`src/mmc5_config.svh`:
```
// Mapper constants
`ifndef MMC5_CONFIG_SVH
`define MMC5_CONFIG_SVH

`define MMC5_REG_BASE         6'b010100   // $5000-$53FF
`define MMC5_EXRAM_BASE       6'b010111   // $5C00-$5FFF

// Offsets inside the register window
`define MMC5_REG_PRG_MODE     10'h100
`define MMC5_REG_CHR_MODE     10'h101
`define MMC5_REG_PROTECT_1    10'h102
`define MMC5_REG_PROTECT_2    10'h103
`define MMC5_REG_EXRAM_MODE   10'h104
`define MMC5_REG_MIRRORING    10'h105
`define MMC5_REG_PRG_RAM_BANK 10'h113
`define MMC5_REG_PRG_BANK_0   10'h114
`define MMC5_REG_PRG_BANK_1   10'h115
`define MMC5_REG_PRG_BANK_2   10'h116
`define MMC5_REG_PRG_BANK_3   10'h117
`define MMC5_REG_CHR_WIN      6'b010010   // Offset bits [9:4] of $5120-$512F
`define MMC5_REG_CHR_UPPER    10'h130
`define MMC5_REG_IRQ_LINE     10'h203
`define MMC5_REG_IRQ_STATUS   10'h204
`define MMC5_REG_MUL_A        10'h205
`define MMC5_REG_MUL_B        10'h206

`define MMC5_STATUS_ADDR      16'h5204
`define MMC5_MUL_LO_ADDR      16'h5205
`define MMC5_MUL_HI_ADDR      16'h5206
`define MMC5_PRG_RAM_START    16'h6000
`define MMC5_PRG_RAM_HIGH     6'b111100   // Save RAM sits at the top of the map
`define MMC5_CHR_HIGH         2'b10
`define MMC5_IRQ_LAST_LINE    8'd240
`define MMC5_NUM_CHR_BANKS    12
`define MMC5_EXRAM_DEPTH      1024

`endif
```
`src/mmc5_pkg.sv`:
```
// Mapper shared types
package mmc5_pkg;

	// CPU side
	typedef logic [15:0] cpu_addr_t;
	typedef logic [7:0]  cpu_data_t;   // Also the expansion RAM byte

	// PPU side
	typedef logic [13:0] ppu_addr_t;
	typedef logic [8:0]  ppu_count_t;  // Cycle or scanline

	// Cart memory address, PRG and CHR alike
	typedef logic [21:0] map_addr_t;

	// Banking
	typedef logic [1:0]  bank_mode_t;
	typedef logic [7:0]  prg_bank_t;
	typedef logic [9:0]  chr_bank_t;   // Two upper bits from $5130 on top

	typedef logic [9:0]  exram_addr_t;

endpackage

```
`src/mmc5_regs.sv`:
```
// Mapper register block
`timescale 1ns/1ns
`include "mmc5_config.svh"

module mmc5_regs (
	input  logic                  clk,
	input  logic                  rst,
	input  logic                  ce,
	input  logic                  prg_read,
	input  logic                  prg_write,
	input  mmc5_pkg::cpu_addr_t   prg_ain,
	input  mmc5_pkg::cpu_data_t   prg_din,
	input  logic                  ppu_in_frame,
	input  logic                  irq_pending,
	input  mmc5_pkg::cpu_data_t   exram_rdata,
	output mmc5_pkg::cpu_data_t   prg_dout,
	output mmc5_pkg::bank_mode_t  prg_mode,
	output mmc5_pkg::bank_mode_t  chr_mode,
	output mmc5_pkg::bank_mode_t  exram_mode,
	output logic [2:0]            prg_ram_bank,
	output mmc5_pkg::prg_bank_t   prg_banks [4],
	output mmc5_pkg::chr_bank_t   chr_banks [`MMC5_NUM_CHR_BANKS],
	output logic [1:0]            chr_upper,
	output logic                  chr_last,     // Set written last, 1 = $5128 set
	output mmc5_pkg::cpu_data_t   mirroring,    // Two bits per nametable quadrant
	output logic                  ram_write_ok,
	output mmc5_pkg::cpu_data_t   irq_line,
	output logic                  irq_enable,
	output logic                  irq_ack
);

	logic [1:0]          protect_1;   // Raw key bits from $5102
	logic [1:0]          protect_2;   // Raw key bits from $5103
	mmc5_pkg::cpu_data_t mul_a;
	mmc5_pkg::cpu_data_t mul_b;
	logic [15:0]         product;

	wire reg_wr = ce && prg_write && (prg_ain[15:10] == `MMC5_REG_BASE);

	always_ff @(posedge clk) begin
		if (rst) begin
			prg_mode     <= 2'd3;           // Four 8 KB slots
			chr_mode     <= '0;
			exram_mode   <= '0;
			protect_1    <= '0;
			protect_2    <= '0;
			mirroring    <= '0;
			prg_ram_bank <= '0;
			prg_banks[0] <= '0;
			prg_banks[1] <= '0;
			prg_banks[2] <= '0;
			prg_banks[3] <= '1;             // Reset vector lands in the last bank
			for (int i = 0; i < `MMC5_NUM_CHR_BANKS; i++)
				chr_banks[i] <= '0;
			chr_upper    <= '0;
			chr_last     <= 1'b0;
			irq_line     <= '0;
			irq_enable   <= 1'b0;
			mul_a        <= '0;
			mul_b        <= '0;
		end else if (reg_wr) begin
			case (prg_ain[9:0])
				`MMC5_REG_PRG_MODE:     prg_mode     <= prg_din[1:0];
				`MMC5_REG_CHR_MODE:     chr_mode     <= prg_din[1:0];
				`MMC5_REG_PROTECT_1:    protect_1    <= prg_din[1:0];
				`MMC5_REG_PROTECT_2:    protect_2    <= prg_din[1:0];
				`MMC5_REG_EXRAM_MODE:   exram_mode   <= prg_din[1:0];
				`MMC5_REG_MIRRORING:    mirroring    <= prg_din;
				`MMC5_REG_PRG_RAM_BANK: prg_ram_bank <= prg_din[2:0];
				`MMC5_REG_PRG_BANK_0:   prg_banks[0] <= prg_din;
				`MMC5_REG_PRG_BANK_1:   prg_banks[1] <= prg_din;
				`MMC5_REG_PRG_BANK_2:   prg_banks[2] <= prg_din;
				`MMC5_REG_PRG_BANK_3:   prg_banks[3] <= prg_din;   // Bit 7 unused, always ROM
				`MMC5_REG_CHR_UPPER:    chr_upper    <= prg_din[1:0];
				`MMC5_REG_IRQ_LINE:     irq_line     <= prg_din;
				`MMC5_REG_IRQ_STATUS:   irq_enable   <= prg_din[7];
				`MMC5_REG_MUL_A:        mul_a        <= prg_din;
				`MMC5_REG_MUL_B:        mul_b        <= prg_din;
				default: ;
			endcase

			// $5120-$512F, holes above $512B only mark the set
			if (prg_ain[9:4] == `MMC5_REG_CHR_WIN) begin
				chr_last <= prg_ain[3];
				if (prg_ain[3:0] < `MMC5_NUM_CHR_BANKS)
					chr_banks[prg_ain[3:0]] <= {chr_upper, prg_din};
			end
		end
	end

	assign ram_write_ok = (protect_1 == 2'b10) && (protect_2 == 2'b01);  // Both keys must match
	assign product      = mul_a * mul_b;

	// Reading the status register acknowledges the IRQ
	assign irq_ack = ce && prg_read && (prg_ain == `MMC5_STATUS_ADDR);

	// CPU read mux, anything unmapped is open bus
	always_comb begin
		prg_dout = 8'hFF;
		if (prg_ain[15:10] == `MMC5_EXRAM_BASE && exram_mode[1])
			prg_dout = exram_rdata;
		else if (prg_ain == `MMC5_STATUS_ADDR)
			prg_dout = {irq_pending, ppu_in_frame, 6'b111111};
		else if (prg_ain == `MMC5_MUL_LO_ADDR)
			prg_dout = product[7:0];
		else if (prg_ain == `MMC5_MUL_HI_ADDR)
			prg_dout = product[15:8];
	end

endmodule

```
`config.mk`:
```
export PLATFORM = sky130hd
export DESIGN_NAME = mmc5_regs
export DESIGN_NICKNAME = d
export VERILOG_FILES = /design/src/mmc5_pkg.sv /design/src/mmc5_regs.sv
export VERILOG_INCLUDE_DIRS = /design/src /design/src/src
export SDC_FILE = /design/constraint.sdc
export NUM_CORES = 1
export LEC_CHECK = 0
export BUFFER_PORTS_ARGS = -buffer_cell sky130_fd_sc_hd__clkbuf_2
export CAP_MARGIN = 15
export CORE_ASPECT_RATIO = 1.4
export CORE_MARGIN = 2
export CORE_UTILIZATION = 40
export CTS_CLUSTER_SIZE = 16
export DETAILED_ROUTE_END_ITERATION = 16
export HOLD_SLACK_MARGIN = 0.08
export PLACE_DENSITY = 0.62
export SYNTH_ARGS = -nofsm -noshare
export SYNTH_HDL_FRONTEND = slang
export SYNTH_SLANG_ARGS = --single-unit
```
`constraint.sdc`:
```
create_clock -name clk -period 11.9 [get_ports clk]
set_input_delay 1.19 -clock clk [delete_from_list [all_inputs] [get_ports clk]]
set_output_delay 1.19 -clock clk [all_outputs]
set_load 0.02 [all_outputs]
```
Word level (Yosys, flattened, before mapping)

Cells that the tools add are included.

Logic and storage cells: 90
Input port bits: 39
Bits in latches: 0
Register bits after elaboration: 201
Output and inout bits: 191
Memories kept: 0
Memory bits (writable): 0
Memory bits (read-only): 0

Eq/ne operators: 24
Reduce and logical (&&, ||, !) cells: 25
Divide/modulo/power cells: 0
Mux-type cells: 7
Order comparisons: 3
$add $sub $neg: 0
Bitwise operators: 1
Multiply operators: 1
Shift-type cells: 0

Operators with widths:

| cell                                                   | number |
|---|---|
| bitwise mux 120 bit                                    | 1 |
| equality test 10 x 9 -> 1 bit (second input constant)  | 12 |
| equality test 16 x 15 -> 1 bit (second input constant) | 3 |
| demux 10 bit (select 4 bit)                            | 1 |
| equality test 10 bit (second input constant)           | 4 |
| AND reduction 2 bit                                    | 17 |
| two-way mux 8 bit                                      | 4 |
| equality test 6 x 5 -> 1 bit (second input constant)   | 3 |
| multiplier 8 x 8 -> 16 bit                             | 1 |
| two-way mux 10 bit                                     | 1 |
| logical AND 1 bit                                      | 7 |
| >= comparator 5 bit (second input constant)            | 1 |
| < comparator 5 x 1 -> 1 bit (second input constant)    | 1 |
| NOT 4 -> 5 bit                                         | 1 |
| < comparator 4 bit (second input constant)             | 1 |
| AND reduction 3 bit                                    | 1 |
| equality test 2 x 1 -> 1 bit (second input constant)   | 1 |
| equality test 2 bit (second input constant)            | 1 |

Depth between registers and ports, before layout

Gate-level depths: netlist of run 1.

Depth in word-level cells: 6
Depth in mapped cells: 16
Gate-level depth less buffers: 16

Worst setup path before layout of run 1

No wires, ideal clock.

Path kind: reg2out
Start: reg mul_a[5]
End: out prg_dout[4]
Data required time: 10710 ps
Slack: 6192 ps
Arrival: 4518 ps
Buffers on the path: 1
Cell stages (with the launch flop): 16
Cell sequence: dfxtp_1 -> clkbuf_1 -> and2_1 -> fa_1 -> fa_1 -> fa_1 -> inv_1 -> fa_1 -> inv_1 -> ha_1 -> or2_2 -> a21o_1 -> o41a_1 -> a21boi_0 -> xor2_1 -> a221oi_1

Word-level cells in the longest chain between the ends: 5

RTL lines:

| what                       | RTL line         | RTL |
|---|---|---|
| start: declaration         | mmc5_regs.sv:34  | `mmc5_pkg::cpu_data_t mul_a;` |
| start signal: assignment   | mmc5_regs.sv:77  | `` `MMC5_REG_MUL_A: mul_a <= prg_din; `` |
| multiplier 8 x 8 -> 16 bit | mmc5_regs.sv:92  | `assign product = mul_a * mul_b;` |
| two-way mux 8 bit          | mmc5_regs.sv:106 | `` else if (prg_ain == `MMC5_MUL_HI_ADDR) `` |
| two-way mux 8 bit          | mmc5_regs.sv:104 | `` else if (prg_ain == `MMC5_MUL_LO_ADDR) `` |
| two-way mux 8 bit          | mmc5_regs.sv:102 | `` else if (prg_ain == `MMC5_STATUS_ADDR) `` |
| two-way mux 8 bit          | mmc5_regs.sv:100 | `` if (prg_ain[15:10] == `MMC5_EXRAM_BASE && exram_mode[1]) `` |
| end: declaration           | mmc5_regs.sv:16  | `output mmc5_pkg::cpu_data_t prg_dout,` |

No other way between the ends.

Worst setup path in the final report of run 1

Start: reg mul_b[7]
End: out prg_dout[6]

Word-level cells in the longest chain between the ends: 5

RTL lines:

| what                       | RTL line         | RTL |
|---|---|---|
| start: declaration         | mmc5_regs.sv:35  | `mmc5_pkg::cpu_data_t mul_b;` |
| start signal: assignment   | mmc5_regs.sv:78  | `` `MMC5_REG_MUL_B: mul_b <= prg_din; `` |
| multiplier 8 x 8 -> 16 bit | mmc5_regs.sv:92  |  |
| two-way mux 8 bit          | mmc5_regs.sv:106 |  |
| two-way mux 8 bit          | mmc5_regs.sv:104 |  |
| two-way mux 8 bit          | mmc5_regs.sv:102 |  |
| two-way mux 8 bit          | mmc5_regs.sv:100 |  |

No other way between the ends.

==> results of run 1 <==
layout make-up:
class	instances	area (µm²)
repair buffers	232	1175
fillers	2249	11800
well taps	306	382.9
clock buffers	31	613.1
inverters	50	187.7
flip-flops and latches	201	4024
multi-input cells	770	5096
clock inverters	7	95.09
cells in the final DEF, fill, tap and decap left out, types with 3 or more instances in the layout:
cell type / instances
a211o_1: 10
a21oi_1: 102
and2_1: 49
and3_1: 6
buf_4: 3
clkbuf_1: 5
clkbuf_16: 21
clkbuf_2: 228
clkbuf_8: 5
dfxtp_1: 201
fa_1: 36
ha_1: 36
inv_1: 50
mux2i_1: 106
nand2_1: 203
nand2b_1: 3
nand3_1: 19
nand4_1: 3
nor2_1: 126
nor2_4: 3
nor2b_1: 12
nor3_1: 6
o21ai_0: 6
o22ai_1: 6
xnor2_1: 5
xor2_1: 6
sequential cells by signal, indices dropped and copies added, names as in the netlist:
register	cells
irq_enable	1
chr_upper	2
protect_2	2
mul_b	8
exram_mode	2
chr_banks	120
chr_last	1
mirroring	8
prg_banks	32
chr_mode	2
mul_a	8
irq_line	8
protect_1	2
prg_ram_bank	3
prg_mode	2
power groups by stage:
stage / clock network (mW) / logic [mW] / registers (mW)
finish: 0.670 / 0.0406 / 0.673
global route: 0.714 / 0.0434 / 0.672
CTS: 0.683 / 0.0407 / 0.673
detailed placement: 0 / 0.0405 / 0.688
global placement: 0 / 0.0403 / 0.688
floorplan: 0 / 0.0217 / 0.688
cell families (layout without fill, tap and decap cells):
family,after synthesis,in the layout
AOI/OAI and AO/OA,133,133
DFF,201,201
and+or+nand+nor,448,448
xor gates and xnor gates,11,11
muxes,106,106
adders and majority gates,72,72
buffers and inverters,107,320
per-layer routing:
| layer | vias to the layer above | GRT usage (%) | share of wire (%) |
|---|---|---|---|
| met2 | 193 | 40.17 | 52 |
| met5 | - | 0 | 0 |
| met1 | 3824 | 25.80 | 40 |
| met3 | 54 | 4.537 | 5.1 |
| met4 | 0 | 8.462 | 3.7 |
| li1 | 3935 | - | - |
worst max path at each step:
| stage | from | endpoint | slack (ns) | cells past startpoint |
|---|---|---|---|---|
| floorplan | mul_a[5] | prg_dout[4] | 6.19 | 15 |
| global placement | mul_b[7] | prg_dout[4] | 6.16 | 16 |
| detailed placement | mul_b[7] | prg_dout[6] | 6.09 | 16 |
| CTS | mul_a[0] | prg_dout[6] | 5.58 | 16 |
| global route | mul_a[3] | prg_dout[6] | 5.28 | 16 |
| finish | mul_b[7] | prg_dout[6] | 5.60 | 16 |
critical path, stage by stage (launching register included):
cell	delay (ns)
dfxtp_1	0.47
nand2_1	0.12
fa_1	0.52
fa_1	0.54
inv_1	0.05
fa_1	0.53
inv_1	0.06
fa_1	0.53
inv_1	0.04
ha_1	0.34
nand3_1	0.10
o211ai_1	0.11
o41a_1	0.39
a21oi_1	0.21
xor2_1	0.09
a221oi_1	0.29
clkbuf_2	0.22
synth_stat cells, types with 2 or more instances:
master    count
nand2_1     203
dfxtp_1     201
nor2_1      126
mux2i_1     106
a21oi_1     102
clkbuf_1     50
inv_1        50
and2_1       49
fa_1         36
ha_1         36
nand3_1      19
nor2b_1      12
a211o_1      10
and3_1        6
nor3_1        6
o21ai_0       6
o22ai_1       6
xor2_1        6
xnor2_1       5
buf_2         3
nand2b_1      3
nand4_1       3
nor2_4        3
a221oi_1      2
and4_1        2
buf_6         2
nor3_2        2
nor3_4        2
or3_1         2
==> summary.txt, run 1 <==
status: finished, final reports clean
part of the power in registers: 48.6%
Adder-Cell Fraction of Synth Area: 12.28%
clock latency on the worst-skew pair: 0.49 ns
Ant. Diodes: 0
Fin Clk Skew: 0.006524 ns
worst min-delay path class: reg2reg
placed cells: 1559
placed cell area: 0.01087 mm²
final WL: 28.32 mm
sequential area share after synthesis: 42.18%
multiplexer share of the synthesized area: 11.12%
hold path depth: 2
fmax: 0.1589 GHz
IO Port Bufs: 229
RSZ-0062 raised after global routing: false
Core Area: 0.02337 mm²
Avg WL per Cell: 17.73 µm
final instance area: 0.01157 mm²
ranking of synthesized cells by area: dfxtp_1, mux2i_1, nand2_1, fa_1, a21oi_1
num ports: 230
via count: 8006
CP Data Required Time: 10.71 ns
launching element type of the critical path: register
synthesized net count: 1189
Longest Clk Path Bufs: 3
FF-to-FF End: chr_banks[28]
fin worst setup slack: 5.605 ns
initial antenna violation count: 0
CTS root buf: clkbuf_16
Peak VDD IR: 0.0001103 V
worst-margin pin slew: 1.120 ns
DP HPWL: 19.97 mm
crit path DAT: 5.11 ns
CTS Buf Count: 21
Final min period: 6.295 ns
internal cell power: 1.082 mW
gpl congestion: 0.8573
post-synth top area share: 42.18%
Unique masters post-synth: 48
Comb power frac: 2.9%
pin count of the biggest net entering global routing: 123
Synth async-reset ratio: 0%
Final Core Density: 49.52%
layout cells sized above 1: 21.46%
Post-CTS Resized: 0
internal reg-to-reg setup slack: 10.69 ns
Site Rows: 66
Crit Path Max Fanout: 9
DRT Pass-1 Iters: 4
Synth Area in Compound Gates: 7.765%
Hold-fix buffers, CTS: 0
Ys Warns: 0
EDFF count, synth: 0
Reg2Reg Depth: 2
switching power: 0.3004 mW
number of global-route vias before repair: 7882
cell taking the most area after synthesis: dfxtp_1
CP endpoint kind: output port
Global Route Usage Sum: 22.34%
Design Power: 1.383 mW
Via density: 5.013
simple-gate portion of the synthesized area: 21.20%
# DRC: 0
first-pass GRT wire length: 44.15 mm
xor and xnor area share after synthesis: 1.010%
# setup viols final: 0
htree depth: 1
Synth Cell Area: 0.009539 mm²
hold violation count in the final report: 0
GR Overflow Total: 0
Syn Area/Cell: 8.849 µm²
Post-synth top flop: dfxtp_1
largest family of logic cells by synthesized area: simple AND/OR/NAND/NOR gates
postcts setup bufs: 0
Post-Layout Cell Count: 1597
initial drt markers: 425
setup slack at placement: 6.094 ns
cell leakage power: 5.221 nW
Power Dens Cells: 119.5 mW/mm²
Antenna Nets Post-Route: 0
Die X: 134.5 µm
P&R area growth vs syn: 21.33%
Initial Util: 40.82%
Max Cap Viol: 0
DIE AREA: 0.02512 mm²
Rel. slew slack: 24.79%
Sw Share: 21.72%
Hold WS: 0.4527 ns
hold path start: chr_banks[102]
period utilization: 52.90%
fin nets: 1387
Min-Delay Endpoint: chr_banks[102]
Synth Register Bits: 201
die span in y: 186.7 µm
setup_tns: 0 ns
Clk network pwr share: 48.4%
Clock Sink Count: 201
worst reg2reg path startpoint: chr_upper[0]
CTS tree: done
Max Transition Viols Final: 0
cells after synthesis: 1078
critical path type: reg2out
Reg clk slew, reported paths: 0.06 ns
No activity file was read; power rests on OpenSTA's default activity.
==> run 2, diff against run 1 <==
--- a/config.mk
+++ b/config.mk
@@ -6,6 +6,7 @@
 export SDC_FILE = /design/constraint.sdc
 export NUM_CORES = 1
 export LEC_CHECK = 0
+export ABC_AREA = 1
 export BUFFER_PORTS_ARGS = -buffer_cell sky130_fd_sc_hd__clkbuf_2
 export CAP_MARGIN = 15
 export CORE_ASPECT_RATIO = 1.4
@@ -14,7 +15,7 @@
 export CTS_CLUSTER_SIZE = 16
 export DETAILED_ROUTE_END_ITERATION = 16
 export HOLD_SLACK_MARGIN = 0.08
-export PLACE_DENSITY = 0.62
+export PLACE_DENSITY = 0.63
 export SYNTH_ARGS = -nofsm -noshare
 export SYNTH_HDL_FRONTEND = slang
 export SYNTH_SLANG_ARGS = --single-unit
==> constraint.sdc (replaced) <==
create_clock -name clk -period 5.3 [get_ports clk]
set_input_delay 0.53 -clock clk [delete_from_list [all_inputs] [get_ports clk]]
set_output_delay 0.53 -clock clk [all_outputs]
set_load 0.02 [all_outputs]
==> run 2 against run 1 <==
First-iteration DRC count increased by 2.8%. Cell count increased by 20%. Sequential power increased by 120%. Synthesized cell count increased by 31%. Wire length increased by 8.1%. Clock skew increased by 0.0039 ns.
==> summary.txt, run 2 <==
status: finished, final reports clean
Syn Area/Cell: 7.296 µm²
Initial Util: 40.70%
DRT Pass-1 Iters: 5
Site Rows: 69
multiplexer share of the synthesized area: 0%
clock latency on the worst-skew pair: 0.50 ns
Max Transition Viols Final: 0
Clock Sink Count: 201
Synth async-reset ratio: 0%
die span in y: 194.2 µm
layout cells sized above 1: 19.04%
RSZ-0062 raised after global routing: false
GR Overflow Total: 0
Synth Area in Compound Gates: 18.60%
setup_tns: 0 ns
most common cell after layout, fill and taps aside: inv_1
hold violation count in the final report: 0
cell taking the most area after synthesis: dfxtp_1
CP cell instances: nand2_1 > inv_1 > fa_1 > inv_1 > fa_1 > fa_1 > fa_1 > inv_1 > ha_1 > nand2_1 > nand3_1 > xor2_1 > or2_1 > nand3b_1 > nand2_1 > clkbuf_2
fin nets: 1699
final instance area: 0.01216 mm²
Biggest register: chr_banks
slowest CP cell: fa_1
number of global-route vias before repair: 8913
P&R area growth vs syn: 17.74%
Max Cap Viol: 0
ranking of synthesized cells by area: dfxtp_1, inv_1, a21oi_1, nand2_1, fa_1
hold path start: prg_ain[3]
Fin Clk Skew: 0.01039 ns
Post-synth top flop: dfxtp_1
via count: 9216
hold path depth: 3
first-pass GRT wire length: 48.18 mm
Via density: 4.798
pin count of the biggest net entering global routing: 68
most frequent cells in the layout: inv_1, clkbuf_2, nand2_1
max FFs per register: 120
largest family of logic cells by synthesized area: compound AO/OA/AOI/OAI gates
Hold-fix buffers, CTS: 0
Die X: 139.8 µm
Ant. Diodes: 0
IO Port Bufs: 229
Power Dens Cells: 243.2 mW/mm²
initial drt markers: 437
fmax: 0.1992 GHz
xor and xnor area share after synthesis: 0.2543%
cells after synthesis: 1416
Synth Register Bits: 201
Crit Path Max Fanout: 9
CTS Buf Count: 20
gpl congestion: 0.8921
Reg2Reg Depth: 2
sequential area share after synthesis: 38.95%
htree depth: 1
initial antenna violation count: 0
num ports: 230
CP Data Required Time: 4.77 ns
synthesized net count: 1527
DIE AREA: 0.02715 mm²
simple-gate portion of the synthesized area: 14.63%
largest stage delay on the critical path: 0.54 ns
crit path DAT: 4.49 ns
worst reg2reg path startpoint: chr_upper[0]
cell leakage power: 5.850 nW
postcts setup bufs: 0
Peak VDD IR: 0.0002200 V
Core Area: 0.02538 mm²
fin worst setup slack: 0.2802 ns
Ys Warns: 0
launching element type of the critical path: register
Unique masters post-synth: 31
Final min period: 5.020 ns
Min-Delay Endpoint: chr_last
period utilization: 94.71%
Post-CTS Resized: 0
Global Route Usage Sum: 21.98%
final WL: 30.61 mm
Longest Clk Path Bufs: 3
Rel. slew slack: 49.41%
FF-to-FF End: chr_banks[88]
setup slack at placement: 0.5913 ns
# setup viols final: 0
Reg clk slew, reported paths: 0.06 ns
placed cell area: 0.01149 mm²
Post-synth top cells: inv_1, dfxtp_1, nand2_1
DP HPWL: 22.25 mm
Design Power: 2.958 mW
CTS tree: done
Antenna Nets Post-Route: 0
critical path type: reg2out
Adder-Cell Fraction of Synth Area: 11.34%
CP endpoint kind: output port
post-synth top area share: 38.95%
Critical Path Most Common Cell: fa_1
biggest regs: chr_banks (120), prg_banks (32)
Avg WL per Cell: 15.94 µm
CTS root buf: clkbuf_16
internal reg-to-reg setup slack: 4.06 ns
EDFF count, synth: 0
worst min-delay path class: in2reg
# DRC: 0
most common cell in the netlist: inv_1
Synth Cell Area: 0.01033 mm²
worst-margin pin slew: 0.7578 ns
==> run 2: power breakdown <==
group / total (mW) / leakage [nW] / internal, mW / switching (mW)
logic: 0.120 / 3.92 / 0.0294 / 0.0910
registers: 1.51 / 1.63 / 1.51 / 0.00000893
clock network: 1.33 / 0.299 / 0.734 / 0.599
==> run 2: how the worst max path moves through the flow <==
stage / startpoint / to / slack [ns] / cells past startpoint
finish: mul_a[1] / prg_dout[7] / 0.28 / 16
global route: mul_a[2] / prg_dout[5] / 0.02 / 18
CTS: mul_a[3] / prg_dout[4] / 0.04 / 17
detailed placement: mul_a[3] / prg_dout[4] / 0.59 / 17
global placement: mul_b[7] / prg_dout[3] / 0.61 / 18
floorplan: mul_a[0] / prg_dout[4] / 0.73 / 19
==> run 2: kinds of logic (layout without fill, tap and decap cells) <==
kind of cell    count (synthesis)  after routing
flops                         201            201
fa+ha+maj                      72             72
xor+xnor                        3              3
compound gates                378            378
simple gates                  347            347
buf+inv                       415            601
==> run 2: per-stage QoR <==
stage | utilization (%) | hold WS, ns | std cells
CTS | 47.65 | 0.3214 | 1921
global placement | 45.25 | 0.4325 | 1885
floorplan | - | 0.4887 | 1416
finish | 47.92 | 0.3424 | 1921
detailed placement | 45.25 | 0.4361 | 1885
global route | 47.92 | 0.3551 | 1921
==> run 2: worst max-delay path: cells and delay by family, from the launching register on <==
family	cells	cell delay, ns
adders and majority gates	5	2.20
and+or+nand+nor	6	0.85
DFF	1	0.38
buffers and inverters	4	0.34
xor gates and xnor gates	1	0.21
==> run 2: per-layer routing <==
metal / up-vias / share of wire [%] / GRT usage [%]
met3: 60 / 5.8 / 3.952
met5: - / 0 / 0
met1: 4164 / 39 / 25.06
met2: 248 / 51 / 40.89
li1: 4744 / - / -
met4: 0 / 3.3 / 7.407
==> run 2: layout make-up <==
cell class / instances / area (µm²)
fill: 2616 / 13220
multi-input combinational: 800 / 4663
sequential: 201 / 4061
inverter: 330 / 1241
timing repair buffer: 235 / 1191
clock buffer: 28 / 550.5
tap: 319 / 399.1
clock inverter: 8 / 57.56
